[config.mk]
export PLATFORM = sky130hd
export DESIGN_NAME = flash_reader_top
export DESIGN_NICKNAME = d
export VERILOG_FILES = /design/src/common/flash_pkg.sv /design/src/flash_reader/spi_bit_engine.sv /design/src/flash_reader/flash_read_seq.sv /design/src/logic/flash_reader_top.sv
export VERILOG_INCLUDE_DIRS = /design/src /design/src/common
export SDC_FILE = /design/constraint.sdc
export NUM_CORES = 1
export LEC_CHECK = 0
export ABC_AREA = 1
export BUFFER_PORTS_ARGS = -buffer_cell sky130_fd_sc_hd__buf_2
export CAP_MARGIN = 0
export CORE_MARGIN = 3
export CORE_UTILIZATION = 60
export CTS_CLUSTER_SIZE = 10
export DETAILED_ROUTE_END_ITERATION = 16
export PLACE_DENSITY = 0.82
export REMOVE_ABC_BUFFERS = 1
export SLEW_MARGIN = 40
export SYNTH_ARGS = -nofsm -noshare
export SYNTH_HDL_FRONTEND = slang
export SYNTH_HIERARCHICAL = 1
export SYNTH_SLANG_ARGS = --single-unit
[constraint.sdc]
create_clock -name clk -period 4.8 [get_ports clk]
set_input_delay 0.48 -clock clk [delete_from_list [all_inputs] [get_ports clk]]
set_output_delay 0.48 -clock clk [all_outputs]
set_load 0.1 [all_outputs]
[src/common/flash_consts.svh]
`ifndef FLASH_CONSTS_SVH
`define FLASH_CONSTS_SVH

// clk cycles per spi bit, power of two
`define FLASH_SCK_DIV 8

// clk cycles with ss_n high after the wake-up command
`define FLASH_WAKE_GAP 16

// field widths in bits
`define FLASH_CMD_BITS 8
`define FLASH_ADDR_BITS 24
`define FLASH_DATA_BITS 32

// width of the engine bit count, holds up to FLASH_DATA_BITS
`define FLASH_COUNT_BITS 6

`endif

[src/common/flash_pkg.sv]
package flash_pkg;

   // request sequencer states
   typedef enum logic [3:0] {
      WAIT_ADDR = 4'd0,  // idle, address buffer free
      SEND_WAKE = 4'd1,  // release from deep power-down
      WAIT_WAKE = 4'd2,  // ss_n held high after wake-up
      SEND_CMD  = 4'd3,
      SEND_ADDR = 4'd4,
      READ_DATA = 4'd5,
      WAIT_ACK  = 4'd6   // word held for the host
   } seq_state_e;

   // flash opcodes, sent msb first
   typedef enum logic [7:0] {
      OP_WAKE = 8'hAB,
      OP_READ = 8'h03
   } spi_opcode_e;

   // spi output pins as one bundle
   typedef struct packed {
      logic sck;
      logic ss_n;   // active low
      logic mosi;
   } spi_pins_t;

endpackage

[src/flash_reader/spi_bit_engine.sv]
`timescale 1ns/1ps
`include "flash_consts.svh"

module spi_bit_engine (
   input  logic                         clk,
   input  logic                         reset,
   input  logic                         start,
   input  logic [`FLASH_COUNT_BITS-1:0] bit_count,
   input  logic [`FLASH_DATA_BITS-1:0]  tx_word,    // left aligned
   input  logic                         miso,
   output logic                         sck,
   output logic                         mosi,
   output logic                         done,
   output logic [`FLASH_DATA_BITS-1:0]  rx_word     // right aligned, valid with done
);

   localparam int PHASE_W = $clog2(`FLASH_SCK_DIV);
   localparam int DATA_W  = `FLASH_DATA_BITS;
   localparam int COUNT_W = `FLASH_COUNT_BITS;

   localparam logic [PHASE_W-1:0] PH_SCK_RISE = PHASE_W'(`FLASH_SCK_DIV / 2 - 1); // last low phase
   localparam logic [PHASE_W-1:0] PH_SAMPLE   = PHASE_W'(`FLASH_SCK_DIV - 2);
   localparam logic [PHASE_W-1:0] PH_LAST     = PHASE_W'(`FLASH_SCK_DIV - 1);

   logic               busy;
   logic [PHASE_W-1:0] phase;
   logic [COUNT_W-1:0] bits_left;
   logic [DATA_W-1:0]  shreg;      // tx out of the top, rx into the bottom
   logic               miso_cap;
   logic               load;
   logic               last_bit;

   assign load     = start && !busy;
   assign last_bit = (bits_left == COUNT_W'(1));
   assign rx_word  = shreg;

   // control and pin registers
   always_ff @(posedge clk) begin
      if (reset) begin
         busy  <= 1'b0;
         phase <= '0;
         sck   <= 1'b0;
         mosi  <= 1'b0;
         done  <= 1'b0;
      end else begin
         done <= 1'b0;
         if (load) begin
            busy  <= 1'b1;
            phase <= '0;
            mosi  <= tx_word[DATA_W-1];  // first bit valid from phase 0
         end else if (busy) begin
            phase <= phase + 1'b1;       // wraps back to phase 0
            if (phase == PH_SCK_RISE)
               sck <= 1'b1;
            if (phase == PH_LAST) begin
               sck <= 1'b0;
               if (last_bit) begin
                  busy <= 1'b0;
                  done <= 1'b1;
                  mosi <= 1'b0;          // idle low between fields
               end else begin
                  mosi <= shreg[DATA_W-2]; // next bit, seen at phase 0
               end
            end
         end
      end
   end

   // shift path
   always_ff @(posedge clk) begin
      if (load) begin
         shreg     <= tx_word;
         bits_left <= bit_count;
      end else if (busy) begin
         if (phase == PH_SAMPLE)
            miso_cap <= miso;            // mid high phase of sck
         if (phase == PH_LAST) begin
            shreg     <= {shreg[DATA_W-2:0], miso_cap};
            bits_left <= bits_left - 1'b1;
         end
      end
   end

endmodule

[src/flash_reader/flash_read_seq.sv]
`timescale 1ns/1ps
`include "flash_consts.svh"

module flash_read_seq (
   input  logic                         clk,
   input  logic                         reset,
   input  logic                         addr_en,
   input  logic [`FLASH_ADDR_BITS-1:0]  addr_data,
   input  logic                         rd_ack,
   input  logic                         eng_done,
   input  logic [`FLASH_DATA_BITS-1:0]  eng_rx,
   output logic                         addr_buffer_free,
   output logic                         rd_data_available,
   output logic                         ss_n,
   output logic                         eng_start,
   output logic [`FLASH_COUNT_BITS-1:0] eng_bit_count,
   output logic [`FLASH_DATA_BITS-1:0]  eng_tx,
   output logic [`FLASH_DATA_BITS-1:0]  rd_data
);

   import flash_pkg::*;

   localparam int GAP_W   = $clog2(`FLASH_WAKE_GAP);
   localparam int COUNT_W = `FLASH_COUNT_BITS;
   localparam int CMD_PAD = `FLASH_DATA_BITS - `FLASH_CMD_BITS;
   localparam int ADR_PAD = `FLASH_DATA_BITS - `FLASH_ADDR_BITS;

   seq_state_e                  state;
   seq_state_e                  state_nx;
   logic                        start_nx;
   logic                        woken;     // wake-up already sent since reset
   logic [`FLASH_ADDR_BITS-1:0] addr_reg;
   logic [GAP_W-1:0]            gap_cnt;
   logic                        gap_done;
   logic                        accept;
   logic                        wake_done;
   logic                        data_done;
   logic                        release_word;

   assign accept       = (state == WAIT_ADDR) && addr_en && addr_buffer_free;
   assign gap_done     = (state == WAIT_WAKE) && (gap_cnt == GAP_W'(`FLASH_WAKE_GAP - 1));
   assign wake_done    = (state == SEND_WAKE) && eng_done;
   assign data_done    = (state == READ_DATA) && eng_done;
   assign release_word = (state == WAIT_ACK) && rd_ack;

   // next state, and a start pulse whenever a new field begins
   always_comb begin
      state_nx = state;
      start_nx = 1'b0;
      case (state)
         WAIT_ADDR: begin
            if (accept) begin
               state_nx = woken ? SEND_CMD : SEND_WAKE;
               start_nx = 1'b1;
            end
         end
         SEND_WAKE: if (eng_done) state_nx = WAIT_WAKE;
         WAIT_WAKE: begin
            if (gap_done) begin
               state_nx = SEND_CMD;
               start_nx = 1'b1;
            end
         end
         SEND_CMD: begin
            if (eng_done) begin
               state_nx = SEND_ADDR;  // address follows under the same ss_n
               start_nx = 1'b1;
            end
         end
         SEND_ADDR: begin
            if (eng_done) begin
               state_nx = READ_DATA;
               start_nx = 1'b1;
            end
         end
         READ_DATA: if (eng_done) state_nx = WAIT_ACK;
         WAIT_ACK:  if (rd_ack) state_nx = WAIT_ADDR;
         default:   state_nx = WAIT_ADDR;
      endcase
   end

   always_ff @(posedge clk) begin
      if (reset) begin
         state             <= WAIT_ADDR;
         woken             <= 1'b0;
         ss_n              <= 1'b1;
         addr_buffer_free  <= 1'b1;
         rd_data_available <= 1'b0;
         eng_start         <= 1'b0;
      end else begin
         state     <= state_nx;
         eng_start <= start_nx;
         if (start_nx)
            ss_n <= 1'b0;            // select before the first sck edge
         if (wake_done) begin
            ss_n  <= 1'b1;
            woken <= 1'b1;
         end
         if (data_done) begin
            ss_n              <= 1'b1;  // ends the read transaction
            rd_data_available <= 1'b1;
         end
         if (accept)
            addr_buffer_free <= 1'b0;
         if (release_word) begin
            rd_data_available <= 1'b0;
            addr_buffer_free  <= 1'b1;
         end
      end
   end

   // field contents and captured words
   always_ff @(posedge clk) begin
      if (accept)
         addr_reg <= addr_data;
      if (state == WAIT_WAKE)
         gap_cnt <= gap_cnt + 1'b1;
      else
         gap_cnt <= '0;
      if (start_nx) begin
         case (state_nx)
            SEND_WAKE: begin
               eng_tx        <= {OP_WAKE, {CMD_PAD{1'b0}}};
               eng_bit_count <= COUNT_W'(`FLASH_CMD_BITS);
            end
            SEND_CMD: begin
               eng_tx        <= {OP_READ, {CMD_PAD{1'b0}}};
               eng_bit_count <= COUNT_W'(`FLASH_CMD_BITS);
            end
            SEND_ADDR: begin
               eng_tx        <= {addr_reg, {ADR_PAD{1'b0}}};
               eng_bit_count <= COUNT_W'(`FLASH_ADDR_BITS);
            end
            default: begin
               eng_tx        <= '0;     // mosi stays low while reading
               eng_bit_count <= COUNT_W'(`FLASH_DATA_BITS);
            end
         endcase
      end
      if (data_done)
         rd_data <= eng_rx;
   end

endmodule

[src/logic/flash_reader_top.sv]
`timescale 1ns/1ps
`include "flash_consts.svh"

module flash_reader_top (
   input  logic                        clk,
   input  logic                        reset,
   input  logic                        addr_en,
   input  logic [`FLASH_ADDR_BITS-1:0] addr_data,
   input  logic                        rd_ack,
   input  logic                        spi_miso,
   output logic                        addr_buffer_free,
   output logic                        rd_data_available,
   output logic [`FLASH_DATA_BITS-1:0] rd_data,
   output flash_pkg::spi_pins_t        spi_out
);

   logic                         eng_start;
   logic                         eng_done;
   logic [`FLASH_COUNT_BITS-1:0] eng_bit_count;
   logic [`FLASH_DATA_BITS-1:0]  eng_tx;
   logic [`FLASH_DATA_BITS-1:0]  eng_rx;
   logic                         sck;
   logic                         ss_n;
   logic                         mosi;

   flash_read_seq u_seq (
      .clk               (clk),
      .reset             (reset),
      .addr_en           (addr_en),
      .addr_data         (addr_data),
      .rd_ack            (rd_ack),
      .eng_done          (eng_done),
      .eng_rx            (eng_rx),
      .addr_buffer_free  (addr_buffer_free),
      .rd_data_available (rd_data_available),
      .ss_n              (ss_n),
      .eng_start         (eng_start),
      .eng_bit_count     (eng_bit_count),
      .eng_tx            (eng_tx),
      .rd_data           (rd_data)
   );

   spi_bit_engine u_engine (
      .clk       (clk),
      .reset     (reset),
      .start     (eng_start),
      .bit_count (eng_bit_count),
      .tx_word   (eng_tx),
      .miso      (spi_miso),
      .sck       (sck),
      .mosi      (mosi),
      .done      (eng_done),
      .rx_word   (eng_rx)
   );

   // pin bundle
   assign spi_out.sck  = sck;
   assign spi_out.ss_n = ss_n;
   assign spi_out.mosi = mosi;

endmodule

==> results of run 1 <==
==> cells in the mapped netlist, drive strengths merged <==
library cell  instances  share of area, %
inv                  48               3.2
o21ai                 6              0.53
edfxtp              122                65
a21o                  1              0.13
nor3b                 1              0.13
a21oi                 8              0.71
o21bai                3              0.40
or2                   2              0.22
nand3                17               2.1
nand2               132               9.2
conb                  1             0.066
o211a                 1              0.18
buf                  23               3.7
xnor2                 1              0.15
nor2                 45               4.3
nor3                  1             0.088
nand3b                1              0.13
nand4                10               1.2
ha                    7               1.5
o211ai                1              0.13
dfxtp                20               7.1
==> area by class of cell <==
cell class                 instances  area [sq um]
clock buffer                      18           418
clock inverter                    13           173
fill                             543          2340
inverter                          48           183
multi-input combinational        249          1250
sequential                       142          4060
tap                              108           135
timing repair buffer              68           375
==> path summary, 6_finish.rpt <==
kind | slack, ns | startpoint | to
max | 2.86 | u_seq/state[0]$_SDFF_PP0_ | u_seq/eng_bit_count[5]$_DFFE_PP_
min | 0.13 | addr_data[11] | u_seq/addr_reg[11]$_DFFE_PP_
max reg2reg | 2.86 | u_seq/state[0]$_SDFF_PP0_ | u_seq/eng_bit_count[5]$_DFFE_PP_
min reg2reg | 0.43 | u_engine/rx_word[31]$_DFFE_PP_ | u_seq/rd_data[31]$_DFFE_PP_
==> logic make-up after synthesis <==
| kind of cell | synth area share, % |
|---|---|
| AO/OA/AOI/OAI | 2.08 |
| XOR/XNOR | 0.155 |
| adder cells (fa/ha/maj) | 1.55 |
| buffers and inverters | 6.88 |
| flip-flops | 71.9 |
| other | 0.0663 |
| AND/OR/NAND/NOR | 17.4 |
==> worst max-delay path, stage by stage, from the launching register on <==
cell	delay, ns
sky130_fd_sc_hd__dfxtp_1	0.51
sky130_fd_sc_hd__nand2_1	0.18
sky130_fd_sc_hd__nand3_1	0.14
sky130_fd_sc_hd__nand3_2	0.11
sky130_fd_sc_hd__nor2_4	0.21
sky130_fd_sc_hd__nand3_4	0.32
sky130_fd_sc_hd__nand2_1	0.18
sky130_fd_sc_hd__inv_1	0.05
==> power groups by stage <==
stage	Combinational [mW]	Clock (mW)	Sequential, mW
3_5_place_dp	0.104	0	1.42
4_1_cts	0.106	1.31	1.40
2_1_floorplan	0.0591	0	1.43
3_3_place_gp	0.0991	0	1.42
6_report	0.107	1.30	1.40
5_1_grt	0.119	1.36	1.40
==> per-stage QoR <==
step	worst slack [ns]	total power [mW]	hold slack, ns	utilization [%]
2_1_floorplan	2.25	1.49	0.400	-
3_3_place_gp	2.90	1.52	0.403	66.8
3_5_place_dp	2.85	1.53	0.417	67.1
4_1_cts	2.87	2.82	0.108	73.7
5_1_grt	2.73	2.88	0.107	73.8
6_report	2.86	2.80	0.134	73.8
==> cells in the final DEF, fill, tap and decap left out, types with 2 or more instances in the layout <==
cell,instances
sky130_fd_sc_hd__bufinv_16,4
sky130_fd_sc_hd__inv_2,2
sky130_fd_sc_hd__nor2_4,5
sky130_fd_sc_hd__o21ai_0,5
sky130_fd_sc_hd__o21bai_1,3
sky130_fd_sc_hd__clkinv_2,3
sky130_fd_sc_hd__a21oi_1,8
sky130_fd_sc_hd__edfxtp_1,122
sky130_fd_sc_hd__clkbuf_16,16
sky130_fd_sc_hd__nor2_2,17
sky130_fd_sc_hd__inv_1,45
sky130_fd_sc_hd__nand3_1,12
sky130_fd_sc_hd__clkinvlp_4,4
sky130_fd_sc_hd__dfxtp_1,20
sky130_fd_sc_hd__buf_2,65
sky130_fd_sc_hd__nand4_1,9
sky130_fd_sc_hd__nor2_1,23
sky130_fd_sc_hd__nand3_2,4
sky130_fd_sc_hd__clkinv_1,2
sky130_fd_sc_hd__or2_1,2
sky130_fd_sc_hd__nand2_1,129
sky130_fd_sc_hd__ha_1,7
sky130_fd_sc_hd__conb_1,12
==> metal layers <==
layer	share of wire (%)	vias to the layer above
li1	-	1626
met1	43	1598
met2	50	124
met3	5.8	14
met4	1.5	0
met5	0	-
==> impl_summary.txt, run 1 <==
----------------------------------------------------
[Outcome]
  Status ... complete, no violations

[Global routing]
  Largest net degree at the start of global routing ... between 40 and 50
  Wire length of the first global-routing pass ... around 15000 microns
  Grt met1 use ... 24.4%
  Highest-utilization routing layer at the global route stage ... met2
  Met2 Use GR ... a little under a third
  Vias in the first global route ... approximately 3200
  Leftover overflow at the end of global routing ... 0
  Aggregate global-route resource usage ... 19.4%
  Initial antenna violation count ... 0
  Global-route met3 utilization ... 5.89%

[Clock tree]
  Number of sinks on the clock net ... approximately 140
  Post-CTS Resized ... 0
  Maximum count of clock buffers along a single path ... 2
  Clk pin slew, worst setup/hold paths ... ~0.060 ns
  Number of setup buffers added after CTS ... 0
  Number of buffers created by CTS ... 17
  TritonCTS clock tree ... built
  Count of H-tree levels built during CTS ... 4
  Clock Root Buffer ... sky130_fd_sc_hd__clkbuf_8
  Cts hold-fix bufs ... 0
  Skew-Pair Late Insertion Delay ... 0.52 ns

[Die]
  Number of primary I/O pins ... 66
  DIE AREA ... 10600 sq um
  Die height ... around 100 microns
  Initial core utilization ... 63.3%
  Die width ... approximately 100 microns
  Site row count ... 34
  Core area ... 8930 sq um

[Layout]
  Number of cells in the finished layout apart from fillers ... 646
  Area Overhead vs Synth ... 16.7%
  Share of final-layout standard cells stronger than drive strength 1 ... 24.2%
  Number of antenna diodes ... 0
  Number of nets in the finished design ... 562
  Post-route standard cell area excluding fillers ... 6600 sq um

[Power and ir drop]
  Proportion of power drawn by flip-flops and latches ... about half
  Combinational share of power ... 3.8%
  Sw Ratio ... 19.9%
  Internal power component ... 2.24 mW
  Power share of the clock group ... 46.3%
  Pwr dens ... ~420 nW/um^2
  Switching power ... 0.557 mW
  Static Leak ... 2.73 nW
  Worst vdd ir ... around 280 uV

[Route]
  Routed wire length per instance ... 15.0 microns
  Vias after detailed routing ... approximately 3400
  Final routed DRC violation total ... 0
  Vias per Instance ... 5.20
  Number of nets with antenna violations after detailed routing ... 0
  Total wire length ... 9710 microns
  Detailed Routing Iterations Pass 1 ... 6
  Initial DRC count ... between 200 and 300

[Placement]
  Routability Congestion ... between 0.9 and 1
  Placed cell count ... just over 600
  Number of I/O port buffers ... 65
  Estimated wirelength of the detail-placed design ... between 6000 and 7000 microns
  Post-placement cell area ... approximately 6000 sq um

[STA]
  RSZ-0062 raised after global routing ... false
  Post-layout minimum cycle time ... ~1.9 ns
  Worst slew margin relative to its limit ... between 60 and 70%
  Number of slew-limit violations in the final report ... 0
  Layout Skew ... 0.00533 ns
  Pin slew with the least headroom to its limit ... roughly 0.53 ns
  Final setup vio count ... 0
  Maximum operating frequency ... approximately 0.51 GHz
  Aggregate negative setup slack ... 0 ns
  Final Hold Viols ... 0
  Final clock period utilization by the worst path ... 40.5%

[Critical path]
  Crit path capture type ... flip-flop
  Critical path arrival ... 2.21 ns
  Critical path launch point type ... flip-flop
  Worst reg-to-reg path cell count ... 7
  Critical Path Fanout Max ... 23
  Kind of critical path ... flip-flop to flip-flop
  Required time at the endpoint of the critical path ... 5.07 ns

[Worst hold path]
  Worst Hold Class ... primary input to flip-flop
  Cell count of the worst hold path ... 1

[Yosys]
  Synth unique cells ... 33
  Syn. warnings ... 6
  Post-Synthesis Mean Instance Area ... between 10 and 15 sq um
  Post-synthesis register bit count ... 142
  Sequential cell area fraction in the yosys report ... 71.9%
  Netlist area before placement ... 5650 sq um
  Instance count of the mapped netlist ... 451

[Run]
  Max_cap viols ... 0

----------------------------------------------------
No activity file was read; power rests on OpenSTA's default activity.
==> inputs of run 2 (changes only) <==
--- a/config.mk
+++ b/config.mk
@@ -6,14 +6,14 @@
 export SDC_FILE = /design/constraint.sdc
 export NUM_CORES = 1
 export LEC_CHECK = 0
-export ABC_AREA = 1
+export ABC_AREA = 0
 export BUFFER_PORTS_ARGS = -buffer_cell sky130_fd_sc_hd__buf_2
 export CAP_MARGIN = 0
 export CORE_MARGIN = 3
-export CORE_UTILIZATION = 60
+export CORE_UTILIZATION = 57
 export CTS_CLUSTER_SIZE = 10
 export DETAILED_ROUTE_END_ITERATION = 16
-export PLACE_DENSITY = 0.82
+export PLACE_DENSITY = 0.78
 export REMOVE_ABC_BUFFERS = 1
 export SLEW_MARGIN = 40
 export SYNTH_ARGS = -nofsm -noshare
==> constraint.sdc (replaced) <==
create_clock -name clk -period 1.9 [get_ports clk]
set_input_delay 0.19 -clock clk [delete_from_list [all_inputs] [get_ports clk]]
set_output_delay 0.19 -clock clk [all_outputs]
set_load 0.1 [all_outputs]
==> run 2 against run 1 <==
- critical path depth shrank 2
- synthesized cell count is 11% lower
- utilization decreased by 0.13 points
- clock power is 130% higher
- sequential share of layout area fell by 2.5 points
- combinational power rose to 2.9 times the previous value
- critical endpoint is now u_seq/eng_bit_count[3]$_DFFE_PP_
- total power up 140%
- flip-flop and latch count unchanged
- hold slack improved by 0.21 ns
- count of clock-buffer cells in the layout unchanged
- clock skew is 0.0026 ns higher
==> impl_summary.txt, run 2 <==
----------------------------------------------------
[Worst hold path]
  Worst Hold Class ... primary input to flip-flop (unchanged)
  Critical hold path startpoint ... addr_en (was addr_data[11])

[Critical path]
  Critical path arrival ... 2.13 ns (was 2.21 ns)
  Kind of critical path ... flip-flop to flip-flop (unchanged)
  Critical Path Start ... u_seq/state[1]$_SDFF_PP0_ (was u_seq/state[0]$_SDFF_PP0_)
  Critical Path Fanout Max ... 12 (was 23)
  Critical path launch point type ... flip-flop (unchanged)
  Crit path capture type ... flip-flop (unchanged)
  Worst reg2reg startpoint ... u_seq/state[1]$_SDFF_PP0_ (was u_seq/state[0]$_SDFF_PP0_)
  Required time at the endpoint of the critical path ... 2.16 ns (was 5.07 ns)

[Clock tree]
  Number of setup buffers added after CTS ... 0 (unchanged)
  Skew-Pair Late Insertion Delay ... 0.51 ns (was 0.52 ns)
  Clk pin slew, worst setup/hold paths ... 0.07 ns (was 0.06 ns)
  Number of sinks on the clock net ... 142 (unchanged)
  Clock Root Buffer ... sky130_fd_sc_hd__clkbuf_8 (unchanged)
  Count of H-tree levels built during CTS ... 4 (unchanged)
  Maximum count of clock buffers along a single path ... 2 (unchanged)
  Number of buffers created by CTS ... 17 (unchanged)
  TritonCTS clock tree ... built (unchanged)

[Yosys]
  Most used standard cell by instance count after synthesis ... sky130_fd_sc_hd__edfxtp_1 (was sky130_fd_sc_hd__nand2_1)
  EDFF count, synth ... 122 (unchanged)
  Post-synthesis register bit count ... 142 (unchanged)
  Sequential cell area fraction in the yosys report ... 73.3% (was 71.9%)
  Leading cell types by total area after synthesis ... sky130_fd_sc_hd__edfxtp_1, sky130_fd_sc_hd__dfxtp_1, sky130_fd_sc_hd__nand2_1 (was sky130_fd_sc_hd__edfxtp_1, sky130_fd_sc_hd__nand2_1, sky130_fd_sc_hd__dfxtp_1)
  Netlist area before placement ... 5540 sq um (was 5650 sq um)
  Mux contribution to synthesized area ... 0.384% (was 0%)
  Fraction of synthesized cell area in xor and xnor cells ... 0.790% (was 0.155%)
  Adder-cell share of the synthesized area ... 1.58% (was 1.55%)
  Largest family of logic cells by synthesized area ... simple AND/OR/NAND/NOR gates (unchanged)
  Synth unique cells ... 54 (was 33)
  Top cell type's share of synthesized area ... 66.1% (was 64.8%)
  Synthesized-area fraction occupied by ao, oa, aoi and oai cells ... 4.15% (was 2.08%)
  Instance count of the mapped netlist ... 402 (was 451)
  Synth area leader ... sky130_fd_sc_hd__edfxtp_1 (unchanged)
  Simple-gate portion of the synthesized area ... 15.8% (was 17.4%)
  Leading post-synthesis cells by instance count ... sky130_fd_sc_hd__edfxtp_1, sky130_fd_sc_hd__nand2_1, sky130_fd_sc_hd__nor2_1 (was sky130_fd_sc_hd__nand2_1, sky130_fd_sc_hd__edfxtp_1, sky130_fd_sc_hd__inv_1)
  Async SR Flop Fraction ... 0% (unchanged)
  Post-Synthesis Mean Instance Area ... 13.8 sq um (was 12.5 sq um)
  Syn. warnings ... 6 (unchanged)
  Most used flip-flop cell after synthesis ... sky130_fd_sc_hd__edfxtp_1 (unchanged)

[Global routing]
  Global-route met3 utilization ... 4.57% (was 5.89%)
  Met2 Use GR ... 33.6% (was 31.0%)
  Grt met1 use ... 21.7% (was 24.4%)
  Wire length of the first global-routing pass ... 15900 microns (was 15200 microns)
  Aggregate global-route resource usage ... 18.8% (was 19.4%)
  Highest-utilization routing layer at the global route stage ... met2 (unchanged)
  Vias in the first global route ... 3358 (was 3180)
  Largest net degree at the start of global routing ... 39 (was 43)
  Leftover overflow at the end of global routing ... 0 (unchanged)
  Initial antenna violation count ... 0 (unchanged)

[STA]
  Hold slack final ... 0.340 ns (was 0.134 ns)
  Post-route setup slack ... 0.0353 ns (was 2.86 ns)
  Number of slew-limit violations in the final report ... 0 (unchanged)
  Pin slew with the least headroom to its limit ... 0.494 ns (was 0.529 ns)
  Final clock period utilization by the worst path ... 98.1% (was 40.5%)
  Final Hold Viols ... 0 (unchanged)
  Maximum operating frequency ... 0.536 GHz (was 0.514 GHz)
  Worst slew margin relative to its limit ... 66.9% (was 64.6%)
  Post-layout minimum cycle time ... 1.86 ns (was 1.94 ns)
  Final setup vio count ... 0 (unchanged)
  Layout Skew ... 0.00793 ns (was 0.00533 ns)

[Layout]
  Most frequent cells in the layout ... sky130_fd_sc_hd__edfxtp_1, sky130_fd_sc_hd__nand2_1, sky130_fd_sc_hd__buf_2 (was sky130_fd_sc_hd__nand2_1, sky130_fd_sc_hd__edfxtp_1, sky130_fd_sc_hd__buf_2)
  Number of cells in the finished layout apart from fillers ... 653 (was 646)
  Number of nets in the finished design ... 547 (was 562)
  Fill cells ... 592 (was 543)
  Commonest non-fill, non-tap cell in the layout ... sky130_fd_sc_hd__edfxtp_1 (was sky130_fd_sc_hd__nand2_1)
  Area used by multi-input combinational logic ... 1340 sq um (was 1250 sq um)
  Register area ... 4070 sq um (was 4060 sq um)
  Area Overhead vs Synth ... 24.0% (was 16.7%)
  Number of antenna diodes ... 0 (unchanged)
  Share of final-layout standard cells stronger than drive strength 1 ... 29.6% (was 24.2%)
  Post-route standard cell area excluding fillers ... 6880 sq um (was 6600 sq um)

[Power and ir drop]
  Worst vdd ir ... 579 uV (was 284 uV)
  Pwr dens ... 993 nW/um^2 (was 424 nW/um^2)
  Static Leak ... 2.72 nW (was 2.73 nW)

[Route]
  Vias after detailed routing ... 3267 (was 3362)
  Final routed DRC violation total ... 0 (unchanged)
  Vias per Instance ... 5.00 (was 5.20)
  Detailed Routing Iterations Pass 1 ... 5 (was 6)
  Routed wire length per instance ... 14.9 microns (was 15.0 microns)
  Initial DRC count ... 163 (was 254)
  Number of nets with antenna violations after detailed routing ... 0 (unchanged)
  Total wire length ... 9740 microns (was 9710 microns)

[Die]
  Site row count ... 35 (was 34)
  Core area ... 9330 sq um (was 8930 sq um)
  DIE AREA ... 10900 sq um (was 10600 sq um)
  Die height ... 105 microns (was 103 microns)
  Initial core utilization ... 59.4% (was 63.3%)
  Die width ... 105 microns (was 103 microns)
  Number of primary I/O pins ... 66 (unchanged)

[Placement]
  Worst setup slack before clock tree synthesis ... -0.0468 ns (was 2.85 ns)
  Post-placement cell area ... 6030 sq um (was 5990 sq um)
  Number of I/O port buffers ... 65 (unchanged)
  Routability Congestion ... 0.914 (was 0.901)
  Placed cell count ... 592 (was 614)
  Estimated wirelength of the detail-placed design ... 5900 microns (was 6240 microns)

[Run]
  Max_cap viols ... 0 (unchanged)

[Outcome]
  Status ... complete, no violations (unchanged)

----------------------------------------------------
run 2: cell type report:
cell class | instances | share of cell area, %
Sequential cell | 142 | 59.1
Multi-Input combinational cell | 237 | 19.5
Timing Repair Buffer | 106 | 10.8
Clock buffer | 18 | 6.08
Tap cell | 129 | 2.35
Clock inverter | 14 | 1.80
Inverter | 7 | 0.382
run 2: path summary, 6_finish.rpt:
kind,endpoint,slack [ns],cells past startpoint
max,u_seq/eng_bit_count[3]$_DFFE_PP_,0.04,5
min,u_seq/state[1]$_SDFF_PP0_,0.34,5
max reg2reg,u_seq/eng_bit_count[3]$_DFFE_PP_,0.04,5
min reg2reg,u_seq/rd_data[31]$_DFFE_PP_,0.42,0
run 2: layer usage:
layer / share of wire, % / wire (microns)
met3: 4.6 / 444
met5: 0 / 0
met2: 53 / 5180
met1: 40 / 3930
met4: 1.9 / 184
run 2: worst max-delay path, stage by stage (launching register included):
cell	delay (ns)
sky130_fd_sc_hd__dfxtp_2	0.34
sky130_fd_sc_hd__or3_4	0.40
sky130_fd_sc_hd__a21oi_1	0.26
sky130_fd_sc_hd__nor3_2	0.13
sky130_fd_sc_hd__and3_4	0.23
sky130_fd_sc_hd__or2_1	0.25
run 2: power breakdown:
part           switching [mW]  internal, mW
registers              0.0364          3.47
clock network            1.36          1.66
logic                   0.181         0.130
run 2: per-stage QoR:
step,total power [mW],setup TNS (ns),util (%)
final,6.83,0,73.7
after CTS,6.87,0,73.6
after global routing,7.05,-0.0272,73.7
after global placement,3.82,0,64.6
after floorplan,3.72,-181.97,-
after detailed placement,3.83,-0.345,64.6
run 2: kinds of logic (layout without fill, tap and decap cells):
family / Yosys count / in the layout
other: 1 / 12
multiplexers: 2 / 2
adder cells (fa/ha/maj): 7 / 7
AO/OA/AOI/OAI: 33 / 33
AND/OR/NAND/NOR: 177 / 178
flip-flops: 142 / 142
buffers and inverters: 35 / 145
XOR/XNOR: 5 / 5
run 2: what timing repair did:
item | 4_1_cts | 5_1_grt
gates resized for setup | 3 | 3
gates cloned | 1 | 0
hold endpoints to repair | 31 | 0
endpoints found under the setup margin | 23 | 24
pin swaps | 2 | 1
hold buffers | 28 | 0
